<file path="config.mk">
export PLATFORM = sky130hd
export DESIGN_NAME = sensor_hub
export DESIGN_NICKNAME = d
export VERILOG_FILES = /design/src/verilog/sensor_pkg.sv /design/src/verilog/i2c_req_if.sv /design/src/verilog/poll_sequencer.sv /design/src/verilog/i2c_master.sv /design/src/verilog/sample_fifo.sv /design/src/verilog/reading_decoder.sv /design/src/verilog/sensor_hub.sv
export SDC_FILE = /design/constraint.sdc
export NUM_CORES = 1
export LEC_CHECK = 0
export ABC_AREA = 1
export BUFFER_PORTS_ARGS = -buffer_cell sky130_fd_sc_hd__buf_2
export CAP_MARGIN = 15
export CELL_PAD_IN_SITES_DETAIL_PLACEMENT = 1
export CELL_PAD_IN_SITES_GLOBAL_PLACEMENT = 2
export CORE_AREA = 2 2 206 208
export DETAILED_ROUTE_END_ITERATION = 6
export DIE_AREA = 0 0 208 210
export HOLD_SLACK_MARGIN = 0.08
export PLACE_DENSITY_LB_ADDON = 0.1
export SETUP_SLACK_MARGIN = 0.5
export SYNTH_ARGS = -nofsm -noshare
export SYNTH_HDL_FRONTEND = slang
export SYNTH_SLANG_ARGS = --single-unit
</file>
<file path="constraint.sdc">
create_clock -name clk -period 11.23 [get_ports clk]
set_clock_uncertainty 0.15 [all_clocks]
set_input_delay 1.6845 -clock clk [delete_from_list [all_inputs] [get_ports clk]]
set_output_delay 1.6845 -clock clk [all_outputs]
set_load 0.02 [all_outputs]
</file>
<file path="src/verilog/sensor_pkg.sv">
package sensor_pkg;

	typedef logic [2:0] sensor_id_t;	// 0-3 temperature, 4-7 light

	localparam int NUM_SENSORS = 8;

	// Solar, greenhouse, ambient, geothermal, then north, east, south, west
	localparam logic [6:0] SENSOR_ADDR [NUM_SENSORS] = '{
		7'h48, 7'h49, 7'h4a, 7'h4b,
		7'h44, 7'h45, 7'h46, 7'h47
	};

	typedef struct packed {
		logic signed [8:0] celsius;	// Whole degrees
		logic [6:0]        unused;
	} temp_view_t;

	typedef struct packed {
		logic [3:0]  exponent;
		logic [11:0] fraction;
	} light_view_t;

	typedef union packed {
		temp_view_t  temp;
		light_view_t light;
	} raw_sample_t;

	typedef struct packed {
		sensor_id_t  id;
		raw_sample_t raw;
	} sample_t;

	function automatic logic is_light(sensor_id_t id);
		return id[2];
	endfunction

	// Lux is fraction * 2^exponent / 100, truncated, clipped to 16 bits
	function automatic logic [15:0] lux_of(raw_sample_t raw);
		logic [27:0] scaled;
		logic [27:0] lux;
		scaled = 28'(raw.light.fraction) << raw.light.exponent;
		lux = scaled / 28'd100;
		return (lux > 28'd65535) ? 16'hffff : lux[15:0];
	endfunction

endpackage

</file>
<file path="src/verilog/i2c_req_if.sv">
`timescale 1ns/1ps

interface i2c_req_if;
	logic        start;	// One-cycle request pulse
	logic [6:0]  addr;
	logic        ready;	// Engine idle, results valid
	logic [15:0] read_data;
	logic        ack;	// Target acknowledged its address

	modport sequencer (
		output start, addr,
		input  ready, read_data, ack
	);

	modport master (
		input  start, addr,
		output ready, read_data, ack
	);
endinterface

</file>
<file path="src/verilog/poll_sequencer.sv">
`timescale 1ns/1ps

module poll_sequencer (
	input  logic                clk,
	input  logic                rst,
	input  logic                full,
	output logic                push,
	output sensor_pkg::sample_t push_data,
	i2c_req_if.sequencer        bus
);
	import sensor_pkg::*;

	sensor_id_t idx;	// Sensor being read
	logic       busy;	// Read outstanding on the bus
	logic       need;	// Next read waits to be issued
	logic       done;

	assign done = busy && bus.ready;

	assign bus.start = need && !full;	// Held off while FIFO is full
	assign bus.addr  = SENSOR_ADDR[idx];

	assign push          = done && bus.ack;	// NACKed sensors are skipped
	assign push_data.id  = idx;
	assign push_data.raw = bus.read_data;

	always_ff @(posedge clk)
	begin
		if (rst)
		begin
			idx  <= '0;
			busy <= 1'b0;
			need <= 1'b0;
		end
		else if (bus.start)
		begin
			busy <= 1'b1;
			need <= 1'b0;
		end
		else if (done)
		begin
			busy <= 1'b0;
			need <= 1'b1;
			idx  <= (idx == sensor_id_t'(NUM_SENSORS - 1)) ? '0 : idx + 1'b1;
		end
		else if (!busy && !need)
		begin
			need <= 1'b1;	// First read after reset
		end
	end

	// The decoder drains faster than reads complete, so the FIFO never overflows
	a_no_push_when_full: assert property (
		@(posedge clk) disable iff (rst)
		push |-> !full
	) else $error("poll_sequencer pushed into a full FIFO");

endmodule

</file>
<file path="src/verilog/i2c_master.sv">
`timescale 1ns/1ps

module i2c_master #(
	parameter int CLK_DIV = 4
) (
	input  logic      clk,
	input  logic      rst,
	input  logic      sda_in,
	output logic      scl,
	output logic      sda_oe,
	i2c_req_if.master bus
);
	localparam int DIV_W = (CLK_DIV > 1) ? $clog2(CLK_DIV) : 1;

	typedef enum logic [2:0] {
		P_IDLE,
		P_START,
		P_ADDR,
		P_ADDR_ACK,
		P_DATA,
		P_MACK,
		P_STOP
	} phase_t;

	phase_t      phase;
	logic [DIV_W-1:0] div_cnt;
	logic        half;	// 0 is the SCL low half of a bit
	logic [3:0]  bit_cnt;
	logic        tick;
	logic        bit_end;
	logic        ack;
	logic [7:0]  tx_byte;
	logic [15:0] rx_data;

	assign tick    = (div_cnt == DIV_W'(CLK_DIV - 1));
	assign bit_end = tick && half;

	assign bus.ready     = (phase == P_IDLE);
	assign bus.read_data = rx_data;
	assign bus.ack       = ack;

	// Bus pins decoded from the phase and half-bit
	always_comb
	begin
		scl    = 1'b1;
		sda_oe = 1'b0;
		case (phase)
			P_IDLE:     scl = 1'b1;
			P_START:
			begin
				scl    = ~half;	// SDA falls first, then SCL
				sda_oe = 1'b1;
			end
			P_ADDR:
			begin
				scl    = half;
				sda_oe = ~tx_byte[7];
			end
			P_ADDR_ACK: scl = half;
			P_DATA:     scl = half;
			P_MACK:
			begin
				scl    = half;
				sda_oe = bit_cnt[3];	// ACK after byte one, NACK after byte two
			end
			P_STOP:
			begin
				scl    = half;
				sda_oe = 1'b1;	// Released on return to idle
			end
			default:    scl = 1'b1;
		endcase
	end

	always_ff @(posedge clk)
	begin
		if (rst)
		begin
			phase   <= P_IDLE;
			div_cnt <= '0;
			half    <= 1'b0;
			bit_cnt <= '0;
			ack     <= 1'b0;
		end
		else if (phase == P_IDLE)
		begin
			div_cnt <= '0;
			half    <= 1'b0;
			bit_cnt <= '0;
			if (bus.start)
				phase <= P_START;
		end
		else
		begin
			div_cnt <= tick ? '0 : div_cnt + 1'b1;
			if (tick)
				half <= ~half;
			if (bit_end)
			begin
				case (phase)
					P_START:    phase <= P_ADDR;
					P_ADDR:
					begin
						bit_cnt <= (bit_cnt == 4'd7) ? 4'd0 : bit_cnt + 1'b1;
						if (bit_cnt == 4'd7)
							phase <= P_ADDR_ACK;
					end
					P_ADDR_ACK:
					begin
						ack   <= ~sda_in;
						phase <= sda_in ? P_STOP : P_DATA;	// Give up on NACK
					end
					P_DATA:
					begin
						bit_cnt <= bit_cnt + 1'b1;	// Wraps to 0 after byte two
						if (bit_cnt[2:0] == 3'd7)
							phase <= P_MACK;
					end
					P_MACK:     phase <= bit_cnt[3] ? P_DATA : P_STOP;
					P_STOP:     phase <= P_IDLE;
					default:    phase <= P_IDLE;
				endcase
			end
		end
	end

	// Address shifter and receive register
	always_ff @(posedge clk)
	begin
		if (phase == P_IDLE && bus.start)
			tx_byte <= {bus.addr, 1'b1};	// Read bit set
		else if (phase == P_ADDR && bit_end)
			tx_byte <= {tx_byte[6:0], 1'b0};
		if (phase == P_DATA && bit_end)
			rx_data <= {rx_data[14:0], sda_in};	// MSB first
	end

	a_start_when_ready: assert property (
		@(posedge clk) disable iff (rst)
		bus.start |-> bus.ready
	) else $error("i2c_master got start while busy");

	// Only START and STOP may move SDA under a high SCL
	a_sda_stable_scl_high: assert property (
		@(posedge clk) disable iff (rst)
		(scl && $past(scl) && phase != P_START && $past(phase) != P_STOP)
			|-> $stable(sda_oe)
	) else $error("i2c_master moved SDA while SCL high");

endmodule

</file>
<file path="src/verilog/sample_fifo.sv">
`timescale 1ns/1ps

module sample_fifo #(
	parameter int FIFO_DEPTH = 4
) (
	input  logic                clk,
	input  logic                rst,
	input  logic                push,
	input  sensor_pkg::sample_t push_data,
	input  logic                pop,
	output logic                full,
	output logic                valid,
	output sensor_pkg::sample_t pop_data
);
	import sensor_pkg::*;

	localparam int AW = $clog2(FIFO_DEPTH);

	sample_t       mem [FIFO_DEPTH];
	logic [AW-1:0] wr_ptr;
	logic [AW-1:0] rd_ptr;
	logic [AW:0]   count;
	logic          do_push;
	logic          do_pop;

	assign full     = (count == (AW + 1)'(FIFO_DEPTH));
	assign valid    = (count != '0);
	assign pop_data = mem[rd_ptr];
	assign do_push  = push && !full;
	assign do_pop   = pop && valid;

	always_ff @(posedge clk)
	begin
		if (do_push)
			mem[wr_ptr] <= push_data;
	end

	always_ff @(posedge clk)
	begin
		if (rst)
		begin
			wr_ptr <= '0;
			rd_ptr <= '0;
			count  <= '0;
		end
		else
		begin
			if (do_push)
				wr_ptr <= wr_ptr + 1'b1;	// Depth is a power of two
			if (do_pop)
				rd_ptr <= rd_ptr + 1'b1;
			case ({do_push, do_pop})
				2'b10:   count <= count + 1'b1;
				2'b01:   count <= count - 1'b1;
				default: count <= count;
			endcase
		end
	end

	a_no_overflow: assert property (
		@(posedge clk) disable iff (rst)
		push |-> !full
	) else $error("sample_fifo overflow");

	a_no_underflow: assert property (
		@(posedge clk) disable iff (rst)
		pop |-> valid
	) else $error("sample_fifo underflow");

endmodule

</file>
<file path="src/verilog/reading_decoder.sv">
`timescale 1ns/1ps

module reading_decoder (
	input  logic                clk,
	input  logic                rst,
	input  logic                valid,
	input  sensor_pkg::sample_t pop_data,
	output logic                pop,
	output logic signed [8:0]   solar_celsius,
	output logic signed [8:0]   greenhouse_celsius,
	output logic signed [8:0]   ambient_celsius,
	output logic signed [8:0]   geothermal_celsius,
	output logic [15:0]         north_lux,
	output logic [15:0]         east_lux,
	output logic [15:0]         south_lux,
	output logic [15:0]         west_lux
);
	import sensor_pkg::*;

	logic              s1_valid;
	sample_t           s1_sample;
	logic signed [8:0] celsius_q [4];	// Indexed by id[1:0]
	logic [15:0]       lux_q [4];

	assign pop = valid;	// Drain whenever a sample waits

	// Stage one
	always_ff @(posedge clk)
	begin
		if (rst)
			s1_valid <= 1'b0;
		else
			s1_valid <= valid;
	end

	always_ff @(posedge clk)
	begin
		if (valid)
			s1_sample <= pop_data;
	end

	// Stage two converts and writes the sensor's register
	always_ff @(posedge clk)
	begin
		if (rst)
		begin
			for (int i = 0; i < 4; i++)
			begin
				celsius_q[i] <= '0;
				lux_q[i]     <= '0;
			end
		end
		else if (s1_valid)
		begin
			if (is_light(s1_sample.id))
				lux_q[s1_sample.id[1:0]] <= lux_of(s1_sample.raw);
			else
				celsius_q[s1_sample.id[1:0]] <= s1_sample.raw.temp.celsius;
		end
	end

	assign solar_celsius      = celsius_q[0];
	assign greenhouse_celsius = celsius_q[1];
	assign ambient_celsius    = celsius_q[2];
	assign geothermal_celsius = celsius_q[3];
	assign north_lux          = lux_q[0];
	assign east_lux           = lux_q[1];
	assign south_lux          = lux_q[2];
	assign west_lux           = lux_q[3];

endmodule

</file>
<file path="src/verilog/sensor_hub.sv">
`timescale 1ns/1ps

module sensor_hub #(
	parameter int CLK_DIV    = 4,
	parameter int FIFO_DEPTH = 4
) (
	input  logic              clk,
	input  logic              rst,
	input  logic              sda_in,
	output logic              scl,
	output logic              sda_oe,	// High pulls SDA low
	output logic signed [8:0] solar_celsius,
	output logic signed [8:0] greenhouse_celsius,
	output logic signed [8:0] ambient_celsius,
	output logic signed [8:0] geothermal_celsius,
	output logic [15:0]       north_lux,
	output logic [15:0]       east_lux,
	output logic [15:0]       south_lux,
	output logic [15:0]       west_lux
);
	import sensor_pkg::*;

	logic    push;
	sample_t push_data;
	logic    full;
	logic    valid;
	sample_t pop_data;
	logic    pop;

	i2c_req_if req_bus ();

	poll_sequencer poll_sequencer_i (
		.clk       (clk),
		.rst       (rst),
		.full      (full),
		.push      (push),
		.push_data (push_data),
		.bus       (req_bus.sequencer)
	);

	i2c_master #(
		.CLK_DIV (CLK_DIV)
	) i2c_master_i (
		.clk    (clk),
		.rst    (rst),
		.sda_in (sda_in),
		.scl    (scl),
		.sda_oe (sda_oe),
		.bus    (req_bus.master)
	);

	sample_fifo #(
		.FIFO_DEPTH (FIFO_DEPTH)
	) sample_fifo_i (
		.clk       (clk),
		.rst       (rst),
		.push      (push),
		.push_data (push_data),
		.pop       (pop),
		.full      (full),
		.valid     (valid),
		.pop_data  (pop_data)
	);

	reading_decoder reading_decoder_i (
		.clk                (clk),
		.rst                (rst),
		.valid              (valid),
		.pop_data           (pop_data),
		.pop                (pop),
		.solar_celsius      (solar_celsius),
		.greenhouse_celsius (greenhouse_celsius),
		.ambient_celsius    (ambient_celsius),
		.geothermal_celsius (geothermal_celsius),
		.north_lux          (north_lux),
		.east_lux           (east_lux),
		.south_lux          (south_lux),
		.west_lux           (west_lux)
	);

endmodule

</file>
Word-level counts from Yosys, hierarchy flattened
Memory sizes are Yosys's and may differ from the RTL's. A register that Yosys moved wholly into a read port is not among the register bits.
Cells that the tools add are included.
{"block": "totals", "register_bits": 48, "latchBits": 0, "ramBits": 176, "mem_bits_ro": 56, "output_inout_bits": 102, "word_cells": 124, "memories": 4}
{"block": "classes", "add_sub_neg": 7, "mul": 0, "div_mod_pow": 1, "magnitude_cmp": 2, "n_eq_ne": 16, "shifts": 1, "muxes": 41, "bitwise": 6, "reduce_logical": 31}
{"name": "sample_fifo_i.mem", "words": 4, "width": 19, "rd": 1, "rd_clocked_by_memory_dff": 1, "wr": 1, "line_no": "sample_fifo.sv:19", "text": "sample_t mem [FIFO_DEPTH];"}
{"name": "reading_decoder_i.lux_q", "words": 4, "width": 16, "rd": 4, "rd_clocked_by_memory_dff": 0, "wr": 4, "line_no": "reading_decoder.sv:23", "text": "logic [15:0] lux_q [4];"}
{"name": "(no name shown)", "words": 8, "width": 7, "rd": 1, "rd_clocked_by_memory_dff": 0, "wr": 0, "line_no": "poll_sequencer.sv:21", "text": "assign bus.addr = SENSOR_ADDR[idx];"}
{"name": "reading_decoder_i.celsius_q", "words": 4, "width": 9, "rd": 4, "rd_clocked_by_memory_dff": 0, "wr": 4, "line_no": "reading_decoder.sv:22", "text": "logic signed [8:0] celsius_q [4];"}
{"operator": "16-bit two-way mux", "n": 2}
{"operator": "28-bit by 7-bit divider with 28-bit output (second input constant)", "n": 1}
{"operator": "28-bit by 16-bit > comparator with 1-bit output (second input constant)", "n": 1}
{"operator": "12-bit by 4-bit << shifter with 28-bit output", "n": 1}
{"operator": "3-bit == test (second input constant)", "n": 6}
{"operator": "1-bit two-way mux", "n": 18}
{"operator": "3-bit two-way mux", "n": 6}
{"operator": "8-bit two-way mux", "n": 2}
{"operator": "16-bit OR reduction", "n": 1}
{"operator": "3-bit case mux with 5 select lines", "n": 1}
{"operator": "7-bit two-way mux", "n": 2}
{"operator": "2-bit nonzero test", "n": 6}
{"operator": "1-bit logical AND", "n": 9}
{"operator": "9-bit two-way mux", "n": 1}
{"operator": "9-bit OR reduction", "n": 1}
{"operator": "2-bit two-way mux", "n": 4}
{"operator": "4-bit case mux with 2 select lines", "n": 1}
{"operator": "2-bit by 1-bit adder with 2-bit output (second input constant)", "n": 3}
{"operator": "3-bit by 1-bit adder with 3-bit output (second input constant)", "n": 2}
{"operator": "3-bit by 2-bit == test with 1-bit output (second input constant)", "n": 2}
{"operator": "3-bit by 2-bit inequality test with 1-bit output (second input constant)", "n": 2}
{"operator": "3-bit case mux with 2 select lines", "n": 1}
{"operator": "2-bit OR reduction", "n": 3}
{"operator": "1-bit inverter", "n": 5}
{"operator": "20 further kinds", "n": 24}

Longest topological paths before layout
Gate-level depths: netlist of the first run.
{"block": "depth", "ltp_word": 6, "depth_mapped": 114, "ltp_nobuf": 114}

Modules after synthesis
Synthesis of the first run repeated with hierarchy kept, for this count alone.
{"block": "unflattened", "cells_unflattened": 1575, "hier_area_um2": 13725.7}
{"mod": "reading_decoder", "n_inst": 1, "cells_per_inst": 1124, "area_each_um2": 8388.0, "seq_area_each_um2": 3593.4}
{"mod": "sample_fifo", "n_inst": 1, "cells_per_inst": 253, "area_each_um2": 3394.5, "seq_area_each_um2": 2462.4}
{"mod": "i2c_master", "n_inst": 1, "cells_per_inst": 137, "area_each_um2": 1515.2, "seq_area_each_um2": 930.9}
{"mod": "poll_sequencer", "n_inst": 1, "cells_per_inst": 61, "area_each_um2": 427.9, "seq_area_each_um2": 100.1}

Worst setup path after synthesis of the first run
OpenSTA, ideal clock, no wires.
{"block": "synth_timing", "path_kind": "reg-to-reg", "startpoint": "register reading_decoder_i.s1_sample[12] (netlist name)", "endpoint": "memory reading_decoder_i.lux_q[0][0], data pin", "arrival_ns": 9.371, "path_slack_ns": 1.459, "stages_incl_launch_ff": 97, "period_less_slack_ns": 9.771, "path_cell_list": "edfxtp_1 > buf_4 > nand2_1 > nand3_2 > nand4_2 > nand2_1 > o21ai_1 > nand2_2 > nand2_1 > clkinv_1 > nand3_1 > nand4_2 > nand2_2 > nand2_4 > nand2_4 > nand2_1 > and2_1 > a21oi_4 > (+61 left out) > nand2_2 > nand2_2 > nor2_4 > nand2_2 > nand2_4 > nand2_1 > nand2_4 > nor2_4 > nand2_2 > nand2_4 > inv_2 > nand2_1 > nand2_1 > nor2_1 > nand2_1 > nand3_2 > nand2_1 > inv_1"}
{"item": "end, declared", "line_no": "reading_decoder.sv:23"}

==> impl_metrics.json, run 1 <==
{
  "status": "completed",
  "maxCapViolCount": 0,
  "synth_cell_types": 54,
  "period_needed_ns": 11.19,
  "antenna_found_initial": 0,
  "clockRootBuffer": "clkbuf_16",
  "synthesis.nets": 1532,
  "globalplace.congestion": 0.760,
  "grt_pass1_vias": 11261,
  "crit_top_cell": "nand2_4",
  "ant_nets": 0,
  "dr_total_vias": 10896,
  "clk_path_buf_depth": 3,
  "rows": 75,
  "drive_gt1_frac": 0.329,
  "core_area_mm2": 0.0415,
  "postLayoutCoreUtil": 0.419,
  "dr.pass1.iters": 4,
  "cts_made_buffers": 27,
  "die_h_um": 210,
  "cp_data_required_time_ns": 11.39,
  "worstHoldStart": "i2c_master_i.div_cnt[0]",
  "postLayoutCellArea_mm2": 0.0174,
  "relSlewSlack": 0.334,
  "yosysTopAreaCellShare": 0.482,
  "detailedPlacementHpwl_um": 27000,
  "ff_latch_area_mm2": 0.00705,
  "fill_cells": 4817,
  "antenna_cells": 0,
  "reg2regPathDepth": 92,
  "clock_latency_ns": 0.56,
  "syn_inst": 1518,
  "place_area_mm2": 0.0148,
  "post_drt_wl_per_cell_um": 16.7,
  "io-pin-count": 105,
  "tightest_slew_ns": 0.996,
  "place_ws_ns": -0.346,
  "cp_max_fo": 7,
  "min_to": "i2c_master_i.div_cnt[0]",
  "crit_slowest_cell": "edfxtp_1",
  "htreeDepth": 1,
  "areaGrowthSynthToFinish_pct": 27.9,
  "grt_start_max_net_pins": 41,
  "synth_seq_cells": 243,
  "crit_path_end_kind": "register",
  "ys_seq_area_frac": 0.518,
  "critPathMaxStageDelay_ns": 0.43,
  "final_common_cell": "nand2_1",
  "finalSetupViolCount": 0,
  "final_cell_mix": "264 x nand2_1, 218 x edfxtp_1, 206 x inv_1",
  "synth_warnings": 0,
  "routed_wl_um": 38500,
  "max_freq_ghz": 0.0894,
  "period_share": 0.996,
  "initial_core_util": 0.328,
  "yosys.area.top_type": "edfxtp_1",
  "die_w_um": 208,
  "syn-cell-area_mm2": 0.0136,
  "drt-initial-drc-count": 358,
  "final_hold_viol_count": 0,
  "route.detailed.drc": 0,
  "reg2reg_to": "reading_decoder_i.lux_q[2][0]",
  "reg2reg_setup_slack_ns": 0.04,
  "vias_per_cell": 4.73,
  "die-area_mm2": 0.0437,
  "rsz0062_at_grt": "yes",
  "synthTopCellsByArea": "edfxtp_1 48%, nand2_1 8.4%, inv_1 5.8%, nor2_1 4.4%, nand2_2 4.4%",
  "report.final.slew_viol_count": 0,
  "hold_depth": 1,
  "cts_hold_buf": 0,
  "crit_path_start_kind": "register",
  "multi_input_area_mm2": 0.00642,
  "io_buffers": 104,
  "crit_type": "reg -> reg",
  "track_usage": 0.174,
  "critPathArrivalTime_ns": 11.35,
  "fin_nets": 1760,
  "r2r-start": "reading_decoder_i.s1_sample[12]",
  "min_path_type": "reg -> reg",
  "clk_pin_slew_ns": 0.06,
  "grt_pass1_wl_um": 61600,
  "cts_tree": "done",
  "avgSynthCellArea_um2": 8.95,
  "grt_overflow_total": 0,
  "hold_ws_ns": 0.280,
  "layout_setup_ws_ns": 0.0418,
  "cts_sinks": 243
}
-- cells by family (layout without fill, tap and decap cells) --
logic type / Yosys count / in the layout / share of synthesized area
XOR/XNOR: 18 / 18 / 0.0116
buffers and inverters: 259 / 508 / 0.0769
adder cells (fa/ha/maj): 11 / 11 / 0.0107
AND/OR/NAND/NOR: 799 / 799 / 0.306
flip-flops: 243 / 243 / 0.518
AO/OA/AOI/OAI: 188 / 188 / 0.0769
-- worst max-delay path, delay by kind of cell (launching register included) --
family | cells | cell delay, ns
flip-flops | 1 | 0.43
buffers and inverters | 10 | 1.20
AND/OR/NAND/NOR | 78 | 8.46
AO/OA/AOI/OAI | 4 | 0.66
-- timing repair --
item	CTS	global route
pin swaps	85	60
setup endpoints to repair	12	16
gates resized for setup	141	65
buffers inserted	71	30
-- synthesized netlist by cell type (all sizes together) --
cell / n
a21boi: 2
a21oi: 25
a22o: 1
a31oi: 4
and2: 2
and3: 1
buf: 8
bufinv: 1
clkbuf: 23
clkinv: 3
dfxtp: 25
edfxtp: 218
fa: 1
ha: 10
inv: 224
nand2: 443
nand3: 120
nand3b: 2
nand4: 32
nor2: 184
nor3: 9
nor3b: 1
nor4: 2
o211a: 1
o21a: 1
o21ai: 132
o21bai: 1
o221ai: 1
o22ai: 19
o31ai: 1
or2: 3
xor2: 18
-- flip-flops by register name, indices dropped and copies added (netlist names), 3 cells and up --
signal and flops:
i2c_master_i.bit_cnt 4, i2c_master_i.bus.read_data 16, i2c_master_i.phase 3, i2c_master_i.tx_byte 8
poll_sequencer_i.idx 3, reading_decoder_i.celsius_q 36, reading_decoder_i.lux_q 64, reading_decoder_i.s1_sample 19
sample_fifo_i.count 3, sample_fifo_i.mem 76
-- cell type report --
type | count | share of cell area
Inverter | 228 | 0.0508
Timing Repair Buffer | 230 | 0.0880
Tap cell | 539 | 0.0388
Clock inverter | 18 | 0.00756
Sequential cell | 243 | 0.405
Multi-Input combinational cell | 1016 | 0.369
Clock buffer | 32 | 0.0400
-- routing by layer --
metal | GRT usage | up-vias | routed length [µm]
met3 | 0.0222 | 49 | 974
met2 | 0.312 | 125 | 19400
met1 | 0.224 | 5259 | 17300
met4 | 0.0418 | 0 | 840
met5 | 0 | - | 0
li1 | - | 5463 | -
-- stage by stage --
step,TNS (ns),std cells
detailed placement,-2.08,2154
finish,0,2306
floorplan,0,1518
global placement,-0.433,2153
CTS,0,2275
global route,-7.36,2306
-- worst max path at each step --
| stage | startpoint | endpoint | slack, ns | cells after the start |
|---|---|---|---|---|
| 4_1_cts | reading_decoder_i.s1_sample[12] | reading_decoder_i.lux_q[2][0] | 0.46 | 97 |
| 3_5_place_dp | reading_decoder_i.s1_sample[12] | reading_decoder_i.lux_q[2][0] | -0.35 | 92 |
| 5_1_grt | reading_decoder_i.s1_sample[12] | reading_decoder_i.lux_q[2][0] | -0.97 | 95 |
| 2_1_floorplan | reading_decoder_i.s1_sample[12] | reading_decoder_i.lux_q[0][0] | 1.46 | 96 |
| 6_report | reading_decoder_i.s1_sample[12] | reading_decoder_i.lux_q[2][0] | 0.04 | 92 |
| 3_3_place_gp | reading_decoder_i.s1_sample[12] | reading_decoder_i.lux_q[2][0] | -0.12 | 96 |
Power of run 1 is left out: the tool's default activity adds up to more than one toggle a clock period on the data nets, which glitch-free logic cannot reach.
==> run 2: changes to the inputs <==
--- a/config.mk
+++ b/config.mk
@@ -8,8 +8,8 @@
 export ABC_AREA = 1
 export BUFFER_PORTS_ARGS = -buffer_cell sky130_fd_sc_hd__buf_2
 export CAP_MARGIN = 15
-export CELL_PAD_IN_SITES_DETAIL_PLACEMENT = 1
-export CELL_PAD_IN_SITES_GLOBAL_PLACEMENT = 2
+export CELL_PAD_IN_SITES_DETAIL_PLACEMENT = 0
+export CELL_PAD_IN_SITES_GLOBAL_PLACEMENT = 1
 export CORE_AREA = 2 2 206 208
 export DETAILED_ROUTE_END_ITERATION = 6
 export DIE_AREA = 0 0 208 210
==> impl_metrics.json, run 2 (synthesis results as in run 1) <==
{
  "status": "completed",
  "antenna_found_initial": 0,
  "place_area_mm2": 0.0148,
  "cp_max_fo": 7,
  "top_register": "sample_fifo_i.mem",
  "crit_path_start_kind": "register",
  "core_area_mm2": 0.0415,
  "route.detailed.drc": 0,
  "detailedPlacementHpwl_um": 24600,
  "largest_reg_flops": 76,
  "critical_path.top_delay_family": "simple AND/OR/NAND/NOR gates",
  "critPathArrivalTime_ns": 11.12,
  "io_buffers": 104,
  "cts_sinks": 243,
  "track_usage": 0.156,
  "cts_tree": "done",
  "areaGrowthSynthToFinish_pct": 24.5,
  "io-pin-count": 105,
  "period_share": 0.977,
  "rsz0062_at_grt": "yes",
  "htreeDepth": 1,
  "final_cell_mix": "274 x nand2_1, 218 x edfxtp_1, 206 x inv_1",
  "clockRootBuffer": "clkbuf_16",
  "die-area_mm2": 0.0437,
  "dr.pass1.iters": 4,
  "cp_data_required_time_ns": 11.38,
  "crit_slowest_cell": "edfxtp_1",
  "crit_type": "reg -> reg",
  "final_common_cell": "nand2_1",
  "die_h_um": 210,
  "cts_made_buffers": 26,
  "ant_nets": 0,
  "maxCapViolCount": 0,
  "drive_gt1_frac": 0.307,
  "cts_hold_buf": 0,
  "report.final.slew_viol_count": 0,
  "routed_wl_um": 34800,
  "reg.largest.list": "sample_fifo_i.mem (76), reading_decoder_i.lux_q (64), reading_decoder_i.celsius_q (36)",
  "vias_per_cell": 4.61,
  "period_needed_ns": 10.97,
  "postLayoutCellArea_mm2": 0.0169,
  "clk_path_buf_depth": 3,
  "post_drt_wl_per_cell_um": 15.3,
  "crit_top_cell": "nand2_4",
  "finalSetupViolCount": 0,
  "antenna_cells": 0,
  "drt-initial-drc-count": 536,
  "crit_path_end_kind": "register",
  "grt_start_max_net_pins": 41,
  "globalplace.congestion": 0.762,
  "clk_pin_slew_ns": 0.06,
  "crit_buf_inv": 8,
  "dr_total_vias": 10487,
  "clock_latency_ns": 0.55,
  "min_path_type": "reg -> reg",
  "fin_nets": 1731,
  "rows": 75,
  "die_w_um": 208,
  "grt_pass1_wl_um": 55100,
  "grt_pass1_vias": 10265,
  "final_hold_viol_count": 0,
  "critPathMaxStageDelay_ns": 0.40,
  "tightest_slew_ns": 1.13,
  "initial_core_util": 0.328,
  "relSlewSlack": 0.238,
  "max_freq_ghz": 0.0911,
  "grt_overflow_total": 0
}
==> run 2: cell count changes in the layout (fill, tap and decap cells not counted), moves of 3 or more <==
| cell | before | now |
|---|---|---|
| buf_4 | 117 | 93 |
| clkbuf_1 | 5 | 8 |
| clkinv_2 | 8 | 3 |
| nand2_1 | 264 | 274 |
| nand2_4 | 90 | 87 |
| nand2_8 | 10 | 4 |
| nand3_2 | 24 | 29 |
| nand3_4 | 13 | 8 |
| o21ai_1 | 24 | 27 |
==> run 2: worst paths after layout <==
check	start	end	slack, ns	depth (start not counted)
worst min-delay path	i2c_master_i.div_cnt[0]	i2c_master_i.div_cnt[0]	0.28	1
worst min register to register	i2c_master_i.div_cnt[0]	i2c_master_i.div_cnt[0]	0.28	1
worst max-delay path	reading_decoder_i.s1_sample[12]	reading_decoder_i.lux_q[0][0]	0.26	96
worst max register to register	reading_decoder_i.s1_sample[12]	reading_decoder_i.lux_q[0][0]	0.26	96
==> run 2: area by class of cell <==
class	count	area, µm²
Fill cell	4220	24600
Sequential cell	243	7050
Timing Repair Buffer	202	1270
Clock inverter	13	141
Clock buffer	34	681
Multi-Input combinational cell	1016	6210
Inverter	228	888
Tap cell	539	674
==> run 2: stage by stage <==
step	setup slack (ns)	utilization	setup TNS (ns)	hold slack, ns	instances
2_1_floorplan	1.46	-	0	0.252	1518
3_3_place_gp	0.230	0.357	0	0.261	2155
3_5_place_dp	0.0611	0.357	0	0.270	2155
4_1_cts	0.505	0.388	0	0.278	2233
5_1_grt	-0.674	0.408	-4.30	0.307	2275
6_report	0.257	0.408	0	0.275	2275
==> run 2: timing repair <==
action	CTS	global route
buffers inserted	31	42
gates resized for setup	49	122
setup endpoints to repair	8	16
pin swaps	33	84
hold endpoints to repair	0	0
==> run 2: routing by layer <==
metal | vias to the layer above | GRT usage | wire (µm)
li1 | 5404 | - | -
met1 | 4903 | 0.216 | 16600
met2 | 137 | 0.262 | 16500
met3 | 43 | 0.0223 | 995
met4 | 0 | 0.0328 | 594
met5 | - | 0 | 0
Power of run 2 is left out for the same reason.
==> run 3: changes to the inputs <==
--- a/config.mk
+++ b/config.mk
@@ -5,14 +5,13 @@
 export SDC_FILE = /design/constraint.sdc
 export NUM_CORES = 1
 export LEC_CHECK = 0
-export ABC_AREA = 1
 export BUFFER_PORTS_ARGS = -buffer_cell sky130_fd_sc_hd__buf_2
 export CAP_MARGIN = 15
 export CELL_PAD_IN_SITES_DETAIL_PLACEMENT = 0
 export CELL_PAD_IN_SITES_GLOBAL_PLACEMENT = 1
-export CORE_AREA = 2 2 206 208
+export CORE_AREA = 2 2 219 221
 export DETAILED_ROUTE_END_ITERATION = 6
-export DIE_AREA = 0 0 208 210
+export DIE_AREA = 0 0 221 223
 export HOLD_SLACK_MARGIN = 0.08
 export PLACE_DENSITY_LB_ADDON = 0.1
 export SETUP_SLACK_MARGIN = 0.5
==> impl_metrics.json, run 3 <==
{
  "final_common_cell": "buf_4",
  "tightest_slew_ns": 1.10,
  "yosysTopAreaCellShare": 0.427,
  "clk_pin_slew_ns": 0.07,
  "detailedPlacementHpwl_um": 37300,
  "grt_pass1_vias": 13950,
  "dr.pass1.iters": 5,
  "cts_made_buffers": 25,
  "finalSetupViolCount": 16,
  "grt.busiest_layer": "met2",
  "crit_path_end_kind": "register",
  "clock_latency_ns": 0.53,
  "syn_inst": 1479,
  "cp_data_required_time_ns": 11.32,
  "fill_cells": 4418,
  "final_cell_mix": "445 x buf_4, 218 x edfxtp_1, 158 x nor2_1",
  "synth_cell_types": 128,
  "vias_per_cell": 5.31,
  "place_area_mm2": 0.0194,
  "dr_total_vias": 13910,
  "grt_use_met3": 0.0204,
  "crit_slowest_cell": "mux4_2",
  "synth_edf_count": 218,
  "grt_overflow_total": 0,
  "clk_path_buf_depth": 3,
  "htreeDepth": 1,
  "layout_setup_ws_ns": -1.58,
  "critPathMaxStageDelay_ns": 0.61,
  "grtUsageMet1": 0.263,
  "areaGrowthSynthToFinish_pct": 44.1,
  "critPathArrivalTime_ns": 12.91,
  "report.final.slew_viol_count": 0,
  "grt_pass1_wl_um": 78700,
  "relSlewSlack": 0.243,
  "postLayoutCoreUtil": 0.468,
  "io_buffers": 104,
  "die_w_um": 221,
  "synthesis.nets": 1493,
  "fin_nets": 2001,
  "grt_start_max_net_pins": 32,
  "min_path_type": "reg -> reg",
  "synth_warnings": 0,
  "synthMuxAreaShare": 0.0622,
  "crit_top_cell": "buf_4",
  "io-pin-count": 105,
  "rsz0062_at_grt": "yes",
  "yosys.area.top_type": "edfxtp_1",
  "cts_hold_buf": 0,
  "synth_ff_type": "edfxtp_1",
  "synth_simple_gate_area_share": 0.188,
  "violations": "negative setup slack",
  "antenna_cells": 0,
  "routed_wl_um": 50100,
  "clockRootBuffer": "clkbuf_16",
  "initial_core_util": 0.325,
  "status": "finished with violations",
  "place_ws_ns": -2.10,
  "cts_tree": "done",
  "synth_top_family_by_area": "compound AO/OA/AOI/OAI gates",
  "final_hold_viol_count": 0,
  "yosysMostFrequentCell": "edfxtp_1",
  "period_needed_ns": 12.81,
  "synthArstFlopShare": 0,
  "synthXorXnorAreaFrac": 0.0232,
  "die-area_mm2": 0.0493,
  "crit_path_start_kind": "register",
  "antenna_found_initial": 0,
  "track_usage": 0.198,
  "largest_reg_flops": 76,
  "top_register": "sample_fifo_i.mem",
  "drt-initial-drc-count": 791,
  "maxCapViolCount": 0,
  "drive_gt1_frac": 0.451,
  "die_h_um": 223,
  "period_share": 1.14,
  "synthAdderAreaFrac": 0.0122,
  "synth_common_cells": "218 x edfxtp_1, 172 x nor2_1, 110 x nand2_1, 73 x a21oi_1, 60 x and2_1",
  "globalplace.congestion": 0.864,
  "cts_sinks": 243,
  "grt.met2_usage": 0.345,
  "synthTopCellsByArea": "edfxtp_1 43%, nor2_1 4.2%, dfxtp_1 3.3%, mux4_2 3.2%, nand2_1 2.7%",
  "synth_seq_cells": 243,
  "ff_latch_area_mm2": 0.00705,
  "post_drt_wl_per_cell_um": 19.1,
  "syn-cell-area_mm2": 0.0153,
  "rows": 80,
  "max_freq_ghz": 0.0780,
  "multi_input_area_mm2": 0.00928,
  "reg.largest.list": "sample_fifo_i.mem (76), reading_decoder_i.lux_q (64), reading_decoder_i.celsius_q (36)",
  "cp_max_fo": 7,
  "ant_nets": 0,
  "crit_type": "reg -> reg",
  "route.detailed.drc": 0,
  "core_area_mm2": 0.0471,
  "avgSynthCellArea_um2": 10.4,
  "ys_seq_area_frac": 0.460,
  "synth_compound_area_frac": 0.224,
  "postLayoutCellArea_mm2": 0.0221
}
## run 3: cell count changes after synthesis, moves of 28 or more
cell,delta
nand2_1,-196
inv_1,-192
nand2_2,-96
nand3_1,-64
and2_1,+58
a21oi_1,+50
o21ai_0,-48
nand2_4,-41
nor3_1,+37
xnor2_1,+28
## run 3: final cells by class
class | instances | area share
inverters | 20 | 0.00340
clock buffers | 33 | 0.0297
multi-input cells | 1131 | 0.420
flip-flops and latches | 243 | 0.319
repair buffers | 566 | 0.185
well taps | 615 | 0.0348
clock inverters | 12 | 0.00805
## run 3: repair_timing
item                                    CTS  global route
setup buffers                            58            24
pin swaps                                85            42
gates resized for setup                 147            80
endpoints found under the hold margin     0             0
endpoints found under the setup margin   28            28
## run 3: worst max-delay path: cells and delay by family, from the launching register on
| family | cells | cell delay, ns |
|---|---|---|
| DFF | 1 | 0.54 |
| AOI/OAI and AO/OA | 26 | 6.22 |
| xor gates and xnor gates | 1 | 0.14 |
| and+or+nand+nor | 12 | 2.93 |
| buffers and inverters | 6 | 0.90 |
| muxes | 5 | 1.60 |
## run 3: through the flow
step / setup TNS [ns] / std cells / hold WS, ns
final: -18.15 / 2620 / 0.281
after global routing: -27.87 / 2620 / 0.320
after CTS: -16.22 / 2596 / 0.292
after detailed placement: -28.53 / 2493 / 0.284
after global placement: -28.56 / 2493 / 0.265
after floorplan: -9.03 / 1479 / 0.254
## run 3: worst paths after layout
kind              depth (start not counted)                             to  slack (ns)                             from
setup / recovery                         50  reading_decoder_i.lux_q[3][0]       -1.58  reading_decoder_i.s1_sample[12]
hold / removal                            1        i2c_master_i.div_cnt[0]        0.28          i2c_master_i.div_cnt[0]
setup reg to reg                         50  reading_decoder_i.lux_q[3][0]       -1.58  reading_decoder_i.s1_sample[12]
hold reg to reg                           1        i2c_master_i.div_cnt[0]        0.28          i2c_master_i.div_cnt[0]
## run 3: kinds of logic after synthesis
group	count (synthesis)
compound gates	446
mux	64
xor+xnor	38
flops	243
simple gates	568
buf+inv	105
fa+ha+maj	15
## run 3: layer usage
layer	routed length [µm]	vias up
met5	0	-
met4	1030	0
met3	1440	53
met2	24900	203
met1	22700	6914
li1	-	6740
Power of run 3 is left out for the same reason.
